==> src/design/mips_pkg.sv <==
package mips_pkg;

    localparam int XLEN   = 32;
    localparam int REG_AW = 5;

    localparam logic [REG_AW-1:0] RA_REG = 5'd31; // link register

    // instruction field positions
    localparam int OPC_LSB = 26;
    localparam int RS_LSB  = 21;
    localparam int RT_LSB  = 16;
    localparam int RD_LSB  = 11;
    localparam int SA_LSB  = 6;
    localparam int SA_W    = 5;
    localparam int IMM_W   = 16;
    localparam int JIDX_W  = 26; // j/jal index

    typedef enum logic [4:0] {
        ALU_ADD,
        ALU_SUB,
        ALU_AND,
        ALU_OR,
        ALU_XOR,
        ALU_SLL,
        ALU_SRL,
        ALU_SRA,
        ALU_SLT,
        ALU_SLTU,
        ALU_LUI,
        ALU_LW,
        ALU_SW,
        ALU_BEQ,
        ALU_BNE,
        ALU_BLEZ,
        ALU_BGTZ,
        ALU_BLTZ,
        ALU_BGEZAL,
        ALU_J,
        ALU_JAL,
        ALU_JR,
        ALU_JALR,
        ALU_UNKNOWN,
        ALU_NOP     // idle slot in the issue register
    } alu_op_e;

    typedef enum logic [2:0] {
        OP1_NONE,
        OP1_RS,
        OP1_SA,
        OP1_LUI,
        OP1_PC
    } op1_sel_e;

    typedef enum logic [2:0] {
        OP2_NONE,
        OP2_RT,
        OP2_IMM_S,
        OP2_IMM_Z,
        OP2_FOUR
    } op2_sel_e;

endpackage

==> src/design/dec_ctrl_if.sv <==
`timescale 1ns/1ps

interface dec_ctrl_if
    import mips_pkg::*;
();

    alu_op_e             op;
    op1_sel_e            op1_sel;
    op2_sel_e            op2_sel;
    logic                mem_rd;
    logic                mem_wr;
    logic                reg_wr;
    logic [REG_AW-1:0]   dest_addr;

    modport source (
        output op, op1_sel, op2_sel, mem_rd, mem_wr, reg_wr, dest_addr
    );

    modport operand (
        input op1_sel, op2_sel
    );

    modport sink (
        input op, op1_sel, op2_sel, mem_rd, mem_wr, reg_wr, dest_addr
    );

endinterface

==> src/design/branch_resolve.sv <==
`timescale 1ns/1ps

module branch_resolve
    import mips_pkg::*;
(
    input  logic [XLEN-1:0] inst_i,
    input  logic [XLEN-1:0] pc_i,
    input  logic [XLEN-1:0] rs_data_i,
    input  logic [XLEN-1:0] rt_data_i,
    dec_ctrl_if.sink        ctrl,
    output logic            jump_o,
    output logic [XLEN-1:0] jump_addr_o
);

    logic [XLEN-1:0] pc_plus4;
    logic [XLEN-1:0] br_off;
    logic            rs_neg;
    logic            rs_zero;

    assign pc_plus4 = pc_i + XLEN'(4); // delay slot address
    assign br_off   = {{(XLEN-IMM_W-2){inst_i[IMM_W-1]}}, inst_i[IMM_W-1:0], 2'b00};
    assign rs_neg   = rs_data_i[XLEN-1];
    assign rs_zero  = (rs_data_i == '0);

    always_comb begin
        case (ctrl.op)
            ALU_BEQ:    jump_o = (rs_data_i == rt_data_i);
            ALU_BNE:    jump_o = (rs_data_i != rt_data_i);
            ALU_BLEZ:   jump_o = rs_neg || rs_zero;
            ALU_BGTZ:   jump_o = !rs_neg && !rs_zero; // strictly positive
            ALU_BLTZ:   jump_o = rs_neg;
            ALU_BGEZAL: jump_o = !rs_neg;
            ALU_J, ALU_JAL, ALU_JR, ALU_JALR: jump_o = 1'b1;
            default:    jump_o = 1'b0;
        endcase
    end

    always_comb begin
        case (ctrl.op)
            ALU_BEQ, ALU_BNE, ALU_BLEZ, ALU_BGTZ, ALU_BLTZ, ALU_BGEZAL: begin
                jump_addr_o = pc_plus4 + br_off;
            end
            ALU_J, ALU_JAL: begin
                jump_addr_o = {pc_plus4[XLEN-1:JIDX_W+2], inst_i[JIDX_W-1:0], 2'b00};
            end
            ALU_JR, ALU_JALR: jump_addr_o = rs_data_i;
            default:          jump_addr_o = '0;
        endcase
    end

endmodule

==> src/design/idu_top.sv <==
`timescale 1ns/1ps

module idu_top
    import mips_pkg::*;
#(
    parameter int CREDITS = 2
) (
    input  logic              clk,
    input  logic              rst,
    input  logic              inst_valid_i,
    input  logic [XLEN-1:0]   pc_i,
    input  logic [XLEN-1:0]   inst_i,
    input  logic [XLEN-1:0]   rs_data_i,
    input  logic [XLEN-1:0]   rt_data_i,
    input  logic              credit_i,
    output logic [REG_AW-1:0] rs_addr_o,
    output logic [REG_AW-1:0] rt_addr_o,
    output logic              ready_o,
    output logic              valid_o,
    output alu_op_e           op_o,
    output logic [XLEN-1:0]   opa_o,
    output logic [XLEN-1:0]   opb_o,
    output logic              mem_rd_o,
    output logic              mem_wr_o,
    output logic              reg_wr_o,
    output logic [REG_AW-1:0] dest_addr_o,
    output logic [XLEN-1:0]   store_data_o,
    output logic              jump_o,
    output logic [XLEN-1:0]   jump_addr_o
);

    logic [XLEN-1:0] opa;
    logic [XLEN-1:0] opb;
    logic            jump;
    logic [XLEN-1:0] jump_addr;

    dec_ctrl_if ctrl_if ();

    // async register file read
    assign rs_addr_o = inst_i[RS_LSB +: REG_AW];
    assign rt_addr_o = inst_i[RT_LSB +: REG_AW];

    inst_decoder u_dec (
        .inst_i (inst_i),
        .ctrl   (ctrl_if.source)
    );

    operand_select u_opsel (
        .inst_i    (inst_i),
        .pc_i      (pc_i),
        .rs_data_i (rs_data_i),
        .rt_data_i (rt_data_i),
        .ctrl      (ctrl_if.operand),
        .opa_o     (opa),
        .opb_o     (opb)
    );

    branch_resolve u_br (
        .inst_i      (inst_i),
        .pc_i        (pc_i),
        .rs_data_i   (rs_data_i),
        .rt_data_i   (rt_data_i),
        .ctrl        (ctrl_if.sink),
        .jump_o      (jump),
        .jump_addr_o (jump_addr)
    );

    issue_credit_stage #(
        .CREDITS (CREDITS)
    ) u_issue (
        .clk          (clk),
        .rst          (rst),
        .inst_valid_i (inst_valid_i),
        .credit_i     (credit_i),
        .ready_o      (ready_o),
        .ctrl         (ctrl_if.sink),
        .opa_i        (opa),
        .opb_i        (opb),
        .store_data_i (rt_data_i), // sw data is rt
        .jump_i       (jump),
        .jump_addr_i  (jump_addr),
        .valid_o      (valid_o),
        .op_o         (op_o),
        .opa_o        (opa_o),
        .opb_o        (opb_o),
        .mem_rd_o     (mem_rd_o),
        .mem_wr_o     (mem_wr_o),
        .reg_wr_o     (reg_wr_o),
        .dest_addr_o  (dest_addr_o),
        .store_data_o (store_data_o),
        .jump_o       (jump_o),
        .jump_addr_o  (jump_addr_o)
    );

endmodule

==> src/design/inst_decoder.sv <==
`timescale 1ns/1ps

module inst_decoder
    import mips_pkg::*;
(
    input  logic [XLEN-1:0] inst_i,
    dec_ctrl_if.source      ctrl
);

    alu_op_e           op;
    op1_sel_e          op1_sel;
    op2_sel_e          op2_sel;
    logic              mem_rd;
    logic              mem_wr;
    logic              reg_wr;
    logic [REG_AW-1:0] dest;
    logic              r_type;
    logic [REG_AW-1:0] rt_addr;
    logic [REG_AW-1:0] rd_addr;

    assign r_type  = (inst_i[XLEN-1:OPC_LSB] == '0);
    assign rt_addr = inst_i[RT_LSB +: REG_AW];
    assign rd_addr = inst_i[RD_LSB +: REG_AW];

    always_comb begin
        casez (inst_i)
            32'b000000_?????_?????_?????_00000_10000?: op = ALU_ADD; // add, addu
            32'b000000_?????_?????_?????_00000_10001?: op = ALU_SUB; // sub, subu
            32'b000000_?????_?????_?????_00000_100100: op = ALU_AND;
            32'b000000_?????_?????_?????_00000_100101: op = ALU_OR;
            32'b000000_?????_?????_?????_00000_100110: op = ALU_XOR;
            32'b000000_?????_?????_?????_00000_101010: op = ALU_SLT;
            32'b000000_00000_?????_?????_?????_000000: op = ALU_SLL;
            32'b000000_00000_?????_?????_?????_000010: op = ALU_SRL;
            32'b000000_00000_?????_?????_?????_000011: op = ALU_SRA;
            32'b000000_?????_00000_00000_00000_001000: op = ALU_JR;
            32'b000000_?????_00000_?????_00000_001001: op = ALU_JALR;
            32'b00100?_?????_?????_?????_?????_??????: op = ALU_ADD; // addi, addiu
            32'b001010_?????_?????_?????_?????_??????: op = ALU_SLT;
            32'b001011_?????_?????_?????_?????_??????: op = ALU_SLTU;
            32'b001100_?????_?????_?????_?????_??????: op = ALU_AND;
            32'b001101_?????_?????_?????_?????_??????: op = ALU_OR;
            32'b001110_?????_?????_?????_?????_??????: op = ALU_XOR;
            32'b001111_00000_?????_?????_?????_??????: op = ALU_LUI;
            32'b100011_?????_?????_?????_?????_??????: op = ALU_LW;
            32'b101011_?????_?????_?????_?????_??????: op = ALU_SW;
            32'b000100_?????_?????_?????_?????_??????: op = ALU_BEQ;
            32'b000101_?????_?????_?????_?????_??????: op = ALU_BNE;
            32'b000110_?????_00000_?????_?????_??????: op = ALU_BLEZ;
            32'b000111_?????_00000_?????_?????_??????: op = ALU_BGTZ;
            32'b000001_?????_00000_?????_?????_??????: op = ALU_BLTZ;
            32'b000001_?????_10001_?????_?????_??????: op = ALU_BGEZAL;
            32'b000010_?????_?????_?????_?????_??????: op = ALU_J;
            32'b000011_?????_?????_?????_?????_??????: op = ALU_JAL;
            default:                                    op = ALU_UNKNOWN;
        endcase
    end

    always_comb begin
        op1_sel = OP1_NONE;
        op2_sel = OP2_NONE;
        mem_rd  = 1'b0;
        mem_wr  = 1'b0;
        reg_wr  = 1'b0;
        dest    = '0;
        case (op)
            ALU_ADD, ALU_SUB, ALU_AND, ALU_OR, ALU_XOR, ALU_SLT, ALU_SLTU: begin
                op1_sel = OP1_RS;
                reg_wr  = 1'b1;
                if (r_type) begin
                    op2_sel = OP2_RT;
                    dest    = rd_addr;
                end else begin
                    // logical immediates are zero extended
                    op2_sel = (op == ALU_AND || op == ALU_OR || op == ALU_XOR) ?
                              OP2_IMM_Z : OP2_IMM_S;
                    dest    = rt_addr;
                end
            end
            ALU_SLL, ALU_SRL, ALU_SRA: begin
                op1_sel = OP1_SA;
                op2_sel = OP2_RT;
                reg_wr  = 1'b1;
                dest    = rd_addr;
            end
            ALU_LUI: begin
                op1_sel = OP1_LUI;
                reg_wr  = 1'b1;
                dest    = rt_addr;
            end
            ALU_LW, ALU_SW: begin
                op1_sel = OP1_RS;    // base
                op2_sel = OP2_IMM_S; // offset
                mem_rd  = (op == ALU_LW);
                mem_wr  = (op == ALU_SW);
                reg_wr  = (op == ALU_LW);
                dest    = (op == ALU_LW) ? rt_addr : '0;
            end
            ALU_JAL, ALU_BGEZAL, ALU_JALR: begin
                op1_sel = OP1_PC;   // link value is pc + 4
                op2_sel = OP2_FOUR;
                reg_wr  = 1'b1;
                dest    = (op == ALU_JALR) ? rd_addr : RA_REG;
            end
            default: ;
        endcase
    end

    assign ctrl.op        = op;
    assign ctrl.op1_sel   = op1_sel;
    assign ctrl.op2_sel   = op2_sel;
    assign ctrl.mem_rd    = mem_rd;
    assign ctrl.mem_wr    = mem_wr;
    assign ctrl.reg_wr    = reg_wr;
    assign ctrl.dest_addr = dest;

endmodule

==> src/design/issue_credit_stage.sv <==
`timescale 1ns/1ps

module issue_credit_stage
    import mips_pkg::*;
#(
    parameter int CREDITS = 2
) (
    input  logic              clk,
    input  logic              rst,
    input  logic              inst_valid_i,
    input  logic              credit_i,
    output logic              ready_o,
    dec_ctrl_if.sink          ctrl,
    input  logic [XLEN-1:0]   opa_i,
    input  logic [XLEN-1:0]   opb_i,
    input  logic [XLEN-1:0]   store_data_i,
    input  logic              jump_i,
    input  logic [XLEN-1:0]   jump_addr_i,
    output logic              valid_o,
    output alu_op_e           op_o,
    output logic [XLEN-1:0]   opa_o,
    output logic [XLEN-1:0]   opb_o,
    output logic              mem_rd_o,
    output logic              mem_wr_o,
    output logic              reg_wr_o,
    output logic [REG_AW-1:0] dest_addr_o,
    output logic [XLEN-1:0]   store_data_o,
    output logic              jump_o,
    output logic [XLEN-1:0]   jump_addr_o
);

    localparam int CW = $clog2(CREDITS + 1);

    logic [CW-1:0] credit_cnt;
    logic          accept;

    assign ready_o = (credit_cnt != '0);
    assign accept  = inst_valid_i && ready_o;

    always_ff @(posedge clk) begin
        if (rst) begin
            credit_cnt <= CW'(CREDITS); // downstream buffer empty
        end else if (accept && !credit_i) begin
            credit_cnt <= credit_cnt - 1'b1;
        end else if (!accept && credit_i && credit_cnt != CW'(CREDITS)) begin
            credit_cnt <= credit_cnt + 1'b1;
        end
    end

    always_ff @(posedge clk) begin
        if (rst) begin
            valid_o  <= 1'b0;
            op_o     <= ALU_NOP;
            mem_rd_o <= 1'b0;
            mem_wr_o <= 1'b0;
            reg_wr_o <= 1'b0;
            jump_o   <= 1'b0;
        end else begin
            valid_o  <= accept;
            op_o     <= accept ? ctrl.op : ALU_NOP;
            mem_rd_o <= accept && ctrl.mem_rd; // no side effects on idle cycles
            mem_wr_o <= accept && ctrl.mem_wr;
            reg_wr_o <= accept && ctrl.reg_wr;
            jump_o   <= accept && jump_i;
        end
    end

    always_ff @(posedge clk) begin
        if (accept) begin
            opa_o        <= opa_i;
            opb_o        <= opb_i;
            dest_addr_o  <= ctrl.dest_addr;
            store_data_o <= store_data_i;
            jump_addr_o  <= jump_addr_i;
        end
    end

endmodule

==> src/design/operand_select.sv <==
`timescale 1ns/1ps

module operand_select
    import mips_pkg::*;
(
    input  logic [XLEN-1:0] inst_i,
    input  logic [XLEN-1:0] pc_i,
    input  logic [XLEN-1:0] rs_data_i,
    input  logic [XLEN-1:0] rt_data_i,
    dec_ctrl_if.operand     ctrl,
    output logic [XLEN-1:0] opa_o,
    output logic [XLEN-1:0] opb_o
);

    logic [XLEN-1:0] imm_s;
    logic [XLEN-1:0] imm_z;
    logic [XLEN-1:0] sa_z;
    logic [XLEN-1:0] imm_hi;

    assign imm_s  = {{(XLEN-IMM_W){inst_i[IMM_W-1]}}, inst_i[IMM_W-1:0]};
    assign imm_z  = {{(XLEN-IMM_W){1'b0}}, inst_i[IMM_W-1:0]};
    assign sa_z   = {{(XLEN-SA_W){1'b0}}, inst_i[SA_LSB +: SA_W]};
    assign imm_hi = {inst_i[IMM_W-1:0], {(XLEN-IMM_W){1'b0}}}; // lui form

    always_comb begin
        case (ctrl.op1_sel)
            OP1_RS:  opa_o = rs_data_i;
            OP1_SA:  opa_o = sa_z;
            OP1_LUI: opa_o = imm_hi;
            OP1_PC:  opa_o = pc_i;
            default: opa_o = '0;
        endcase
    end

    always_comb begin
        case (ctrl.op2_sel)
            OP2_RT:    opb_o = rt_data_i;
            OP2_IMM_S: opb_o = imm_s;
            OP2_IMM_Z: opb_o = imm_z;
            OP2_FOUR:  opb_o = XLEN'(4);
            default:   opb_o = '0;
        endcase
    end

endmodule

==> config.mk <==
export PLATFORM = sky130hd
export DESIGN_NAME = idu_top
export DESIGN_NICKNAME = d
export VERILOG_FILES = /design/src/design/mips_pkg.sv /design/src/design/dec_ctrl_if.sv /design/src/design/branch_resolve.sv /design/src/design/idu_top.sv /design/src/design/inst_decoder.sv /design/src/design/issue_credit_stage.sv /design/src/design/operand_select.sv
export SDC_FILE = /design/constraint.sdc
export NUM_CORES = 1
export LEC_CHECK = 0
export ABC_AREA = 1
export BUFFER_PORTS_ARGS = -buffer_cell sky130_fd_sc_hd__buf_2
export CAP_MARGIN = 20
export CORE_ASPECT_RATIO = 1.25
export CORE_MARGIN = 10
export CORE_UTILIZATION = 50
export CTS_CLUSTER_SIZE = 10
export DETAILED_ROUTE_END_ITERATION = 7
export PLACE_DENSITY = 0.75
export SKIP_CTS_REPAIR_TIMING = 1
export SLEW_MARGIN = 10
export SYNTH_ARGS = -nofsm -noshare
export SYNTH_HDL_FRONTEND = slang
export SYNTH_HIERARCHICAL = 1
export SYNTH_SLANG_ARGS = --single-unit
==> constraint.sdc <==
create_clock -name clk -period 5.7 [get_ports clk]
set_clock_uncertainty 0.05 [all_clocks]
set_input_delay 1.14 -clock clk [delete_from_list [all_inputs] [get_ports clk]]
set_output_delay 1.14 -clock clk [all_outputs]
set_load 0.01 [all_outputs]
==> Implementation_results.wiki <==
{| class="wikitable"
! Metric !! Value
|-
| Cell row count || between 60 and 70
|-
| Wire length reported by the detailed router || between 50000 and 60000 um
|-
| Detailed Routing Iterations Pass 1 || 6
|-
| Gr ovfl total || 0
|-
| Vias post-DR || 12800
|-
| Fraction of synthesized area in multiplexers || less than 1%
|-
| Critical path capture point || u_issue/jump_addr_o[18]$_DFFE_PN_
|-
| Maximum number of pins on one net before global-route repair || 74
|-
| Predominant post-synthesis flop cell || sky130_fd_sc_hd__edfxtp_1
|-
| Seq/Total Area, Yosys || between 30% and 40%
|-
| Latest clock arrival within the worst-skew pair || ~440 ps
|-
| Relative slew slack || 36.0%
|-
| Antenna violations before repair || 1
|-
| Die area || 29100 sq um
|-
| Final min period || ~4200 ps
|-
| Dominant combinational cell family by area after synthesis || simple AND/OR/NAND/NOR gates
|-
| I/O pin count || 286
|-
| Clk slew on worst S/H paths || 70 ps
|-
| Maximum ir drop on the vdd rail || approximately 0.00023 V
|-
| Fillers || about 2100
|-
| Worst Setup Slack, final || 1490 ps
|-
| Average cell area after synthesis || roughly 7.1 sq um
|-
| Number of nets in the layout || 2051
|-
| Clock root cell || sky130_fd_sc_hd__clkbuf_16
|-
| Worst reg-to-reg setup slack || between 3000 and 4000 ps
|-
| Final core area utilization || 60.8%
|-
| Largest fanout on the critical path || 4
|-
| Highest attainable clock frequency || 0.238 GHz
|-
| Path length in cells of the critical path || 18
|-
| Drc violations || 0
|-
| Count of unique library cells instantiated by Yosys || between 40 and 50
|-
| Family of cells with the greatest summed delay on the critical path || simple AND/OR/NAND/NOR gates
|-
| Number of buffers and inverters on the critical path || 2
|-
| Synth-to-layout area growth || 19.5%
|-
| Overall die height || 188 um
|-
| TritonCTS clock tree || yes
|-
| Net count after synthesis || ~1800
|-
| Cells after synthesis || 1608
|-
| Launch point of the worst path || pc_i[3]
|-
| Global-route wire length before repair || 73900 um
|-
| YS warnings || 6
|-
| Routed wire length per instance || roughly 23 um
|-
| H-tree level count || 4
|-
| Leak pwr || between 0.006 and 0.007 uW
|-
| Aggregate negative setup slack || 0 ps
|-
| Number of DRC markers after the initial detailed-route iteration || roughly 1600
|-
| Worst r2r src || u_issue/credit_cnt[0]$_SDFFE_PP0P_
|-
| Required arrival time at the worst endpoint || between 5000 and 6000 ps
|-
| Critical path, cell by cell || buf_2 -> ha_1 -> nand2_2 -> nor2_2 -> nand2_1 -> nor2_1 -> nand2_1 -> xnor2_1 -> ha_1 -> nand2_1 -> inv_1 -> nand2_1 -> nor2_1 -> nand2_1 -> nand3_1 -> a21oi_1 -> o21ai_0 -> nand2_1
|-
| Part of the cycle the worst path needs || 73.8%
|-
| All-Layer GR Usage || between 30% and 40%
|-
| I/O Buffers || about 290
|-
| R2R cell count || 5
|-
| Power density over the cells || ~250 nW/um^2
|-
| Crit-path slowest cell || sky130_fd_sc_hd__nor2_1
|-
| End of the worst register-to-register path || u_issue/jump_addr_o[6]$_DFFE_PN_
|-
| Number of global-route vias before repair || 12300
|-
| Critical setup path kind || in2reg
|-
| Die X || 155 um
|-
| Fraction of synthesized cell area in xor and xnor cells || 3.40%
|-
| Status || complete, no violations
|-
| Slew at the pin closest to its max-slew limit || 960 ps
|-
| Number of setup violations in the final report || 0
|-
| EDFF count, synth || approximately 130
|-
| Share of post-route cells with drive strength above 1 || a little over a fifth
|-
| Area of the placeable core || approximately 22000 sq um
|-
| Final antenna-violating net count || 0
|-
| Syn Std Cell Area || between 10000 and 15000 sq um
|-
| Post-Synth Adder-Cell Area || under 10%
|-
| Post-synthesis compound-gate area fraction || 5.07%
|-
| Vias per cell || slightly below 6
|-
| DPL Wire Length || ~40000 um
|-
| Class of the most critical hold timing path || reg2reg
|-
| Final hold violation count || 0
|-
| Unrepaired setup endpoints after global routing || no
|-
| Worst slack, placed || approximately 1200 ps
|-
| Cts bufs inserted || 17
|-
| Weighted congestion reported at the end of routability-driven placement || ~1.1
|-
| Number of slew-limit violations in the final report || 0
|-
| Max Cap Viol || 0
|-
| Critical Path Most Common Cell || sky130_fd_sc_hd__nand2_1
|-
| Clock sink count || between 100 and 150
|-
| Delay of the slowest critical-path stage || 460 ps
|-
| Synthesized flop and latch total || about 150
|-
| Arrival time of data at the critical path endpoint || 4350 ps
|-
| Share of flip-flops with an asynchronous set or reset after synthesis || 0%
|-
| Type of element capturing the critical path || flip-flop
|-
| Kind of start point of the critical path || primary input
|-
| Maximum buffer depth of the clock tree || 2
|-
| Simple-Gate Fraction of Synth Area || roughly two fifths
|-
| Effective utilization at floorplan || around half
|}
==> synthesized netlist by cell type (3+ instances only) <==
cell type                  number  area [sq um]
sky130_fd_sc_hd__or2_1          3          18.8
sky130_fd_sc_hd__buf_2         22           110
sky130_fd_sc_hd__edfxtp_1     133          3990
sky130_fd_sc_hd__nor2_1       174           653
sky130_fd_sc_hd__o221ai_1       3          26.3
sky130_fd_sc_hd__nor2_4        11           124
sky130_fd_sc_hd__nor2_2         9          56.3
sky130_fd_sc_hd__xnor2_1       30           263
sky130_fd_sc_hd__nand2_2       12          75.1
sky130_fd_sc_hd__o21ai_1        7          35.0
sky130_fd_sc_hd__nor3_2         8          80.1
sky130_fd_sc_hd__o21ai_0       28           140
sky130_fd_sc_hd__nand2_1      537          2020
sky130_fd_sc_hd__nand4_1       70           438
sky130_fd_sc_hd__a21oi_1       37           185
sky130_fd_sc_hd__o211ai_1       6          45.0
sky130_fd_sc_hd__or2_2          8          50.1
sky130_fd_sc_hd__nand3_2        7          70.1
sky130_fd_sc_hd__ha_1          37           463
sky130_fd_sc_hd__nand2_4        3          33.8
sky130_fd_sc_hd__nand3b_1       6          45.0
sky130_fd_sc_hd__o21bai_1      13          97.6
sky130_fd_sc_hd__nor3_1        14          70.1
sky130_fd_sc_hd__clkbuf_1       9          33.8
sky130_fd_sc_hd__dfxtp_1       12           240
sky130_fd_sc_hd__inv_2         15          56.3
sky130_fd_sc_hd__buf_4         11          82.6
sky130_fd_sc_hd__nand3_1      153           766
sky130_fd_sc_hd__xor2_1        14           123
sky130_fd_sc_hd__inv_1        198           743
==> cell type report <==
class	instances	area [sq um]	area share [%]
Antenna cell	1	2.50	0.0185
Timing Repair Buffer	298	1540	11.4
Clock inverter	15	124	0.914
Tap cell	283	354	2.61
Clock buffer	17	425	3.14
Inverter	213	802	5.92
Sequential cell	145	4230	31.3
Multi-Input combinational cell	1206	6060	44.7
==> placed cells by master (no fill, tap or decap), types with 17 or more instances in the layout <==
| master | n |
|---|---|
| sky130_fd_sc_hd__buf_2 | 285 |
| sky130_fd_sc_hd__nand2_1 | 537 |
| sky130_fd_sc_hd__o21ai_0 | 28 |
| sky130_fd_sc_hd__nor2_1 | 174 |
| sky130_fd_sc_hd__xnor2_1 | 30 |
| sky130_fd_sc_hd__nand3_1 | 153 |
| sky130_fd_sc_hd__a21oi_1 | 37 |
| sky130_fd_sc_hd__clkbuf_16 | 17 |
| sky130_fd_sc_hd__ha_1 | 37 |
| sky130_fd_sc_hd__nand4_1 | 70 |
| sky130_fd_sc_hd__edfxtp_1 | 133 |
| sky130_fd_sc_hd__inv_1 | 197 |
==> worst min-delay path by stage <==
stage | start | endpoint | slack (ps) | cells past startpoint
6_report | u_issue/credit_cnt[1]$_SDFFE_PP1P_ | u_issue/credit_cnt[1]$_SDFFE_PP1P_ | 570 | 3
4_1_cts | u_issue/credit_cnt[1]$_SDFFE_PP1P_ | u_issue/credit_cnt[1]$_SDFFE_PP1P_ | 570 | 3
2_1_floorplan | u_issue/credit_cnt[0]$_SDFFE_PP0P_ | u_issue/credit_cnt[0]$_SDFFE_PP0P_ | 480 | 3
3_3_place_gp | u_issue/credit_cnt[0]$_SDFFE_PP0P_ | u_issue/credit_cnt[0]$_SDFFE_PP0P_ | 510 | 3
3_5_place_dp | u_issue/credit_cnt[0]$_SDFFE_PP0P_ | u_issue/credit_cnt[0]$_SDFFE_PP0P_ | 540 | 3
5_1_grt | u_issue/credit_cnt[1]$_SDFFE_PP1P_ | u_issue/credit_cnt[1]$_SDFFE_PP1P_ | 600 | 3
==> metal layers <==
layer  vias up  share of wire (%)  wire length [um]  GRT usage (%)
li1       5792                  -                 -              -
met1      5848                 35             17500           36.3
met2       925                 48             24200           55.9
met3       192                 10              5250           8.13
met4         0                6.9              3470           21.8
met5         -                  0                 0              0
==> tightest hold or removal path: cells and delay by family, from the launching register on <==
family	cells	cell delay [ps]
buf+inv	1	100
flops	1	320
compound gates	1	110
simple gates	1	50
==> metrics by stage <==
stage	area, sq um	hold WS [ps]	total power, uW	instances
2_1_floorplan	11300	484	1830	1608
3_3_place_gp	13000	510	2230	2144
3_5_place_dp	13000	535	2240	2145
4_1_cts	13500	566	3300	2177
5_1_grt	13500	603	3450	2178
6_report	13500	571	3320	2178
==> sequential cells by signal (all words and copies together), names as in the netlist <==
name and count:
u_issue/credit_cnt 2, u_issue/op_o 5, u_issue/jump_addr_o 32, u_issue/reg_wr_o 1
u_issue/valid_o 1, u_issue/mem_wr_o 1, u_issue/opb_o 32, u_issue/mem_rd_o 1
u_issue/dest_addr_o 5, u_issue/store_data_o 32, u_issue/jump_o 1, u_issue/opa_o 32
==> where the power goes <==
| part | switching, uW | total [uW] | leakage [uW] | internal (uW) |
|---|---|---|---|---|
| combinational | 632 | 906 | 0.00518 | 273 |
| clock | 515 | 1080 | 0.000257 | 568 |
| sequential | 35.1 | 1330 | 0.00142 | 1300 |
==> logic make-up after synthesis <==
kind of cell / count (synthesis)
and+or+nand+nor: 1022
buffers and inverters: 257
DFF: 145
AOI/OAI and AO/OA: 100
xor gates and xnor gates: 44
adders and majority gates: 38
muxes: 2
(Power assumes the default switching activity.)
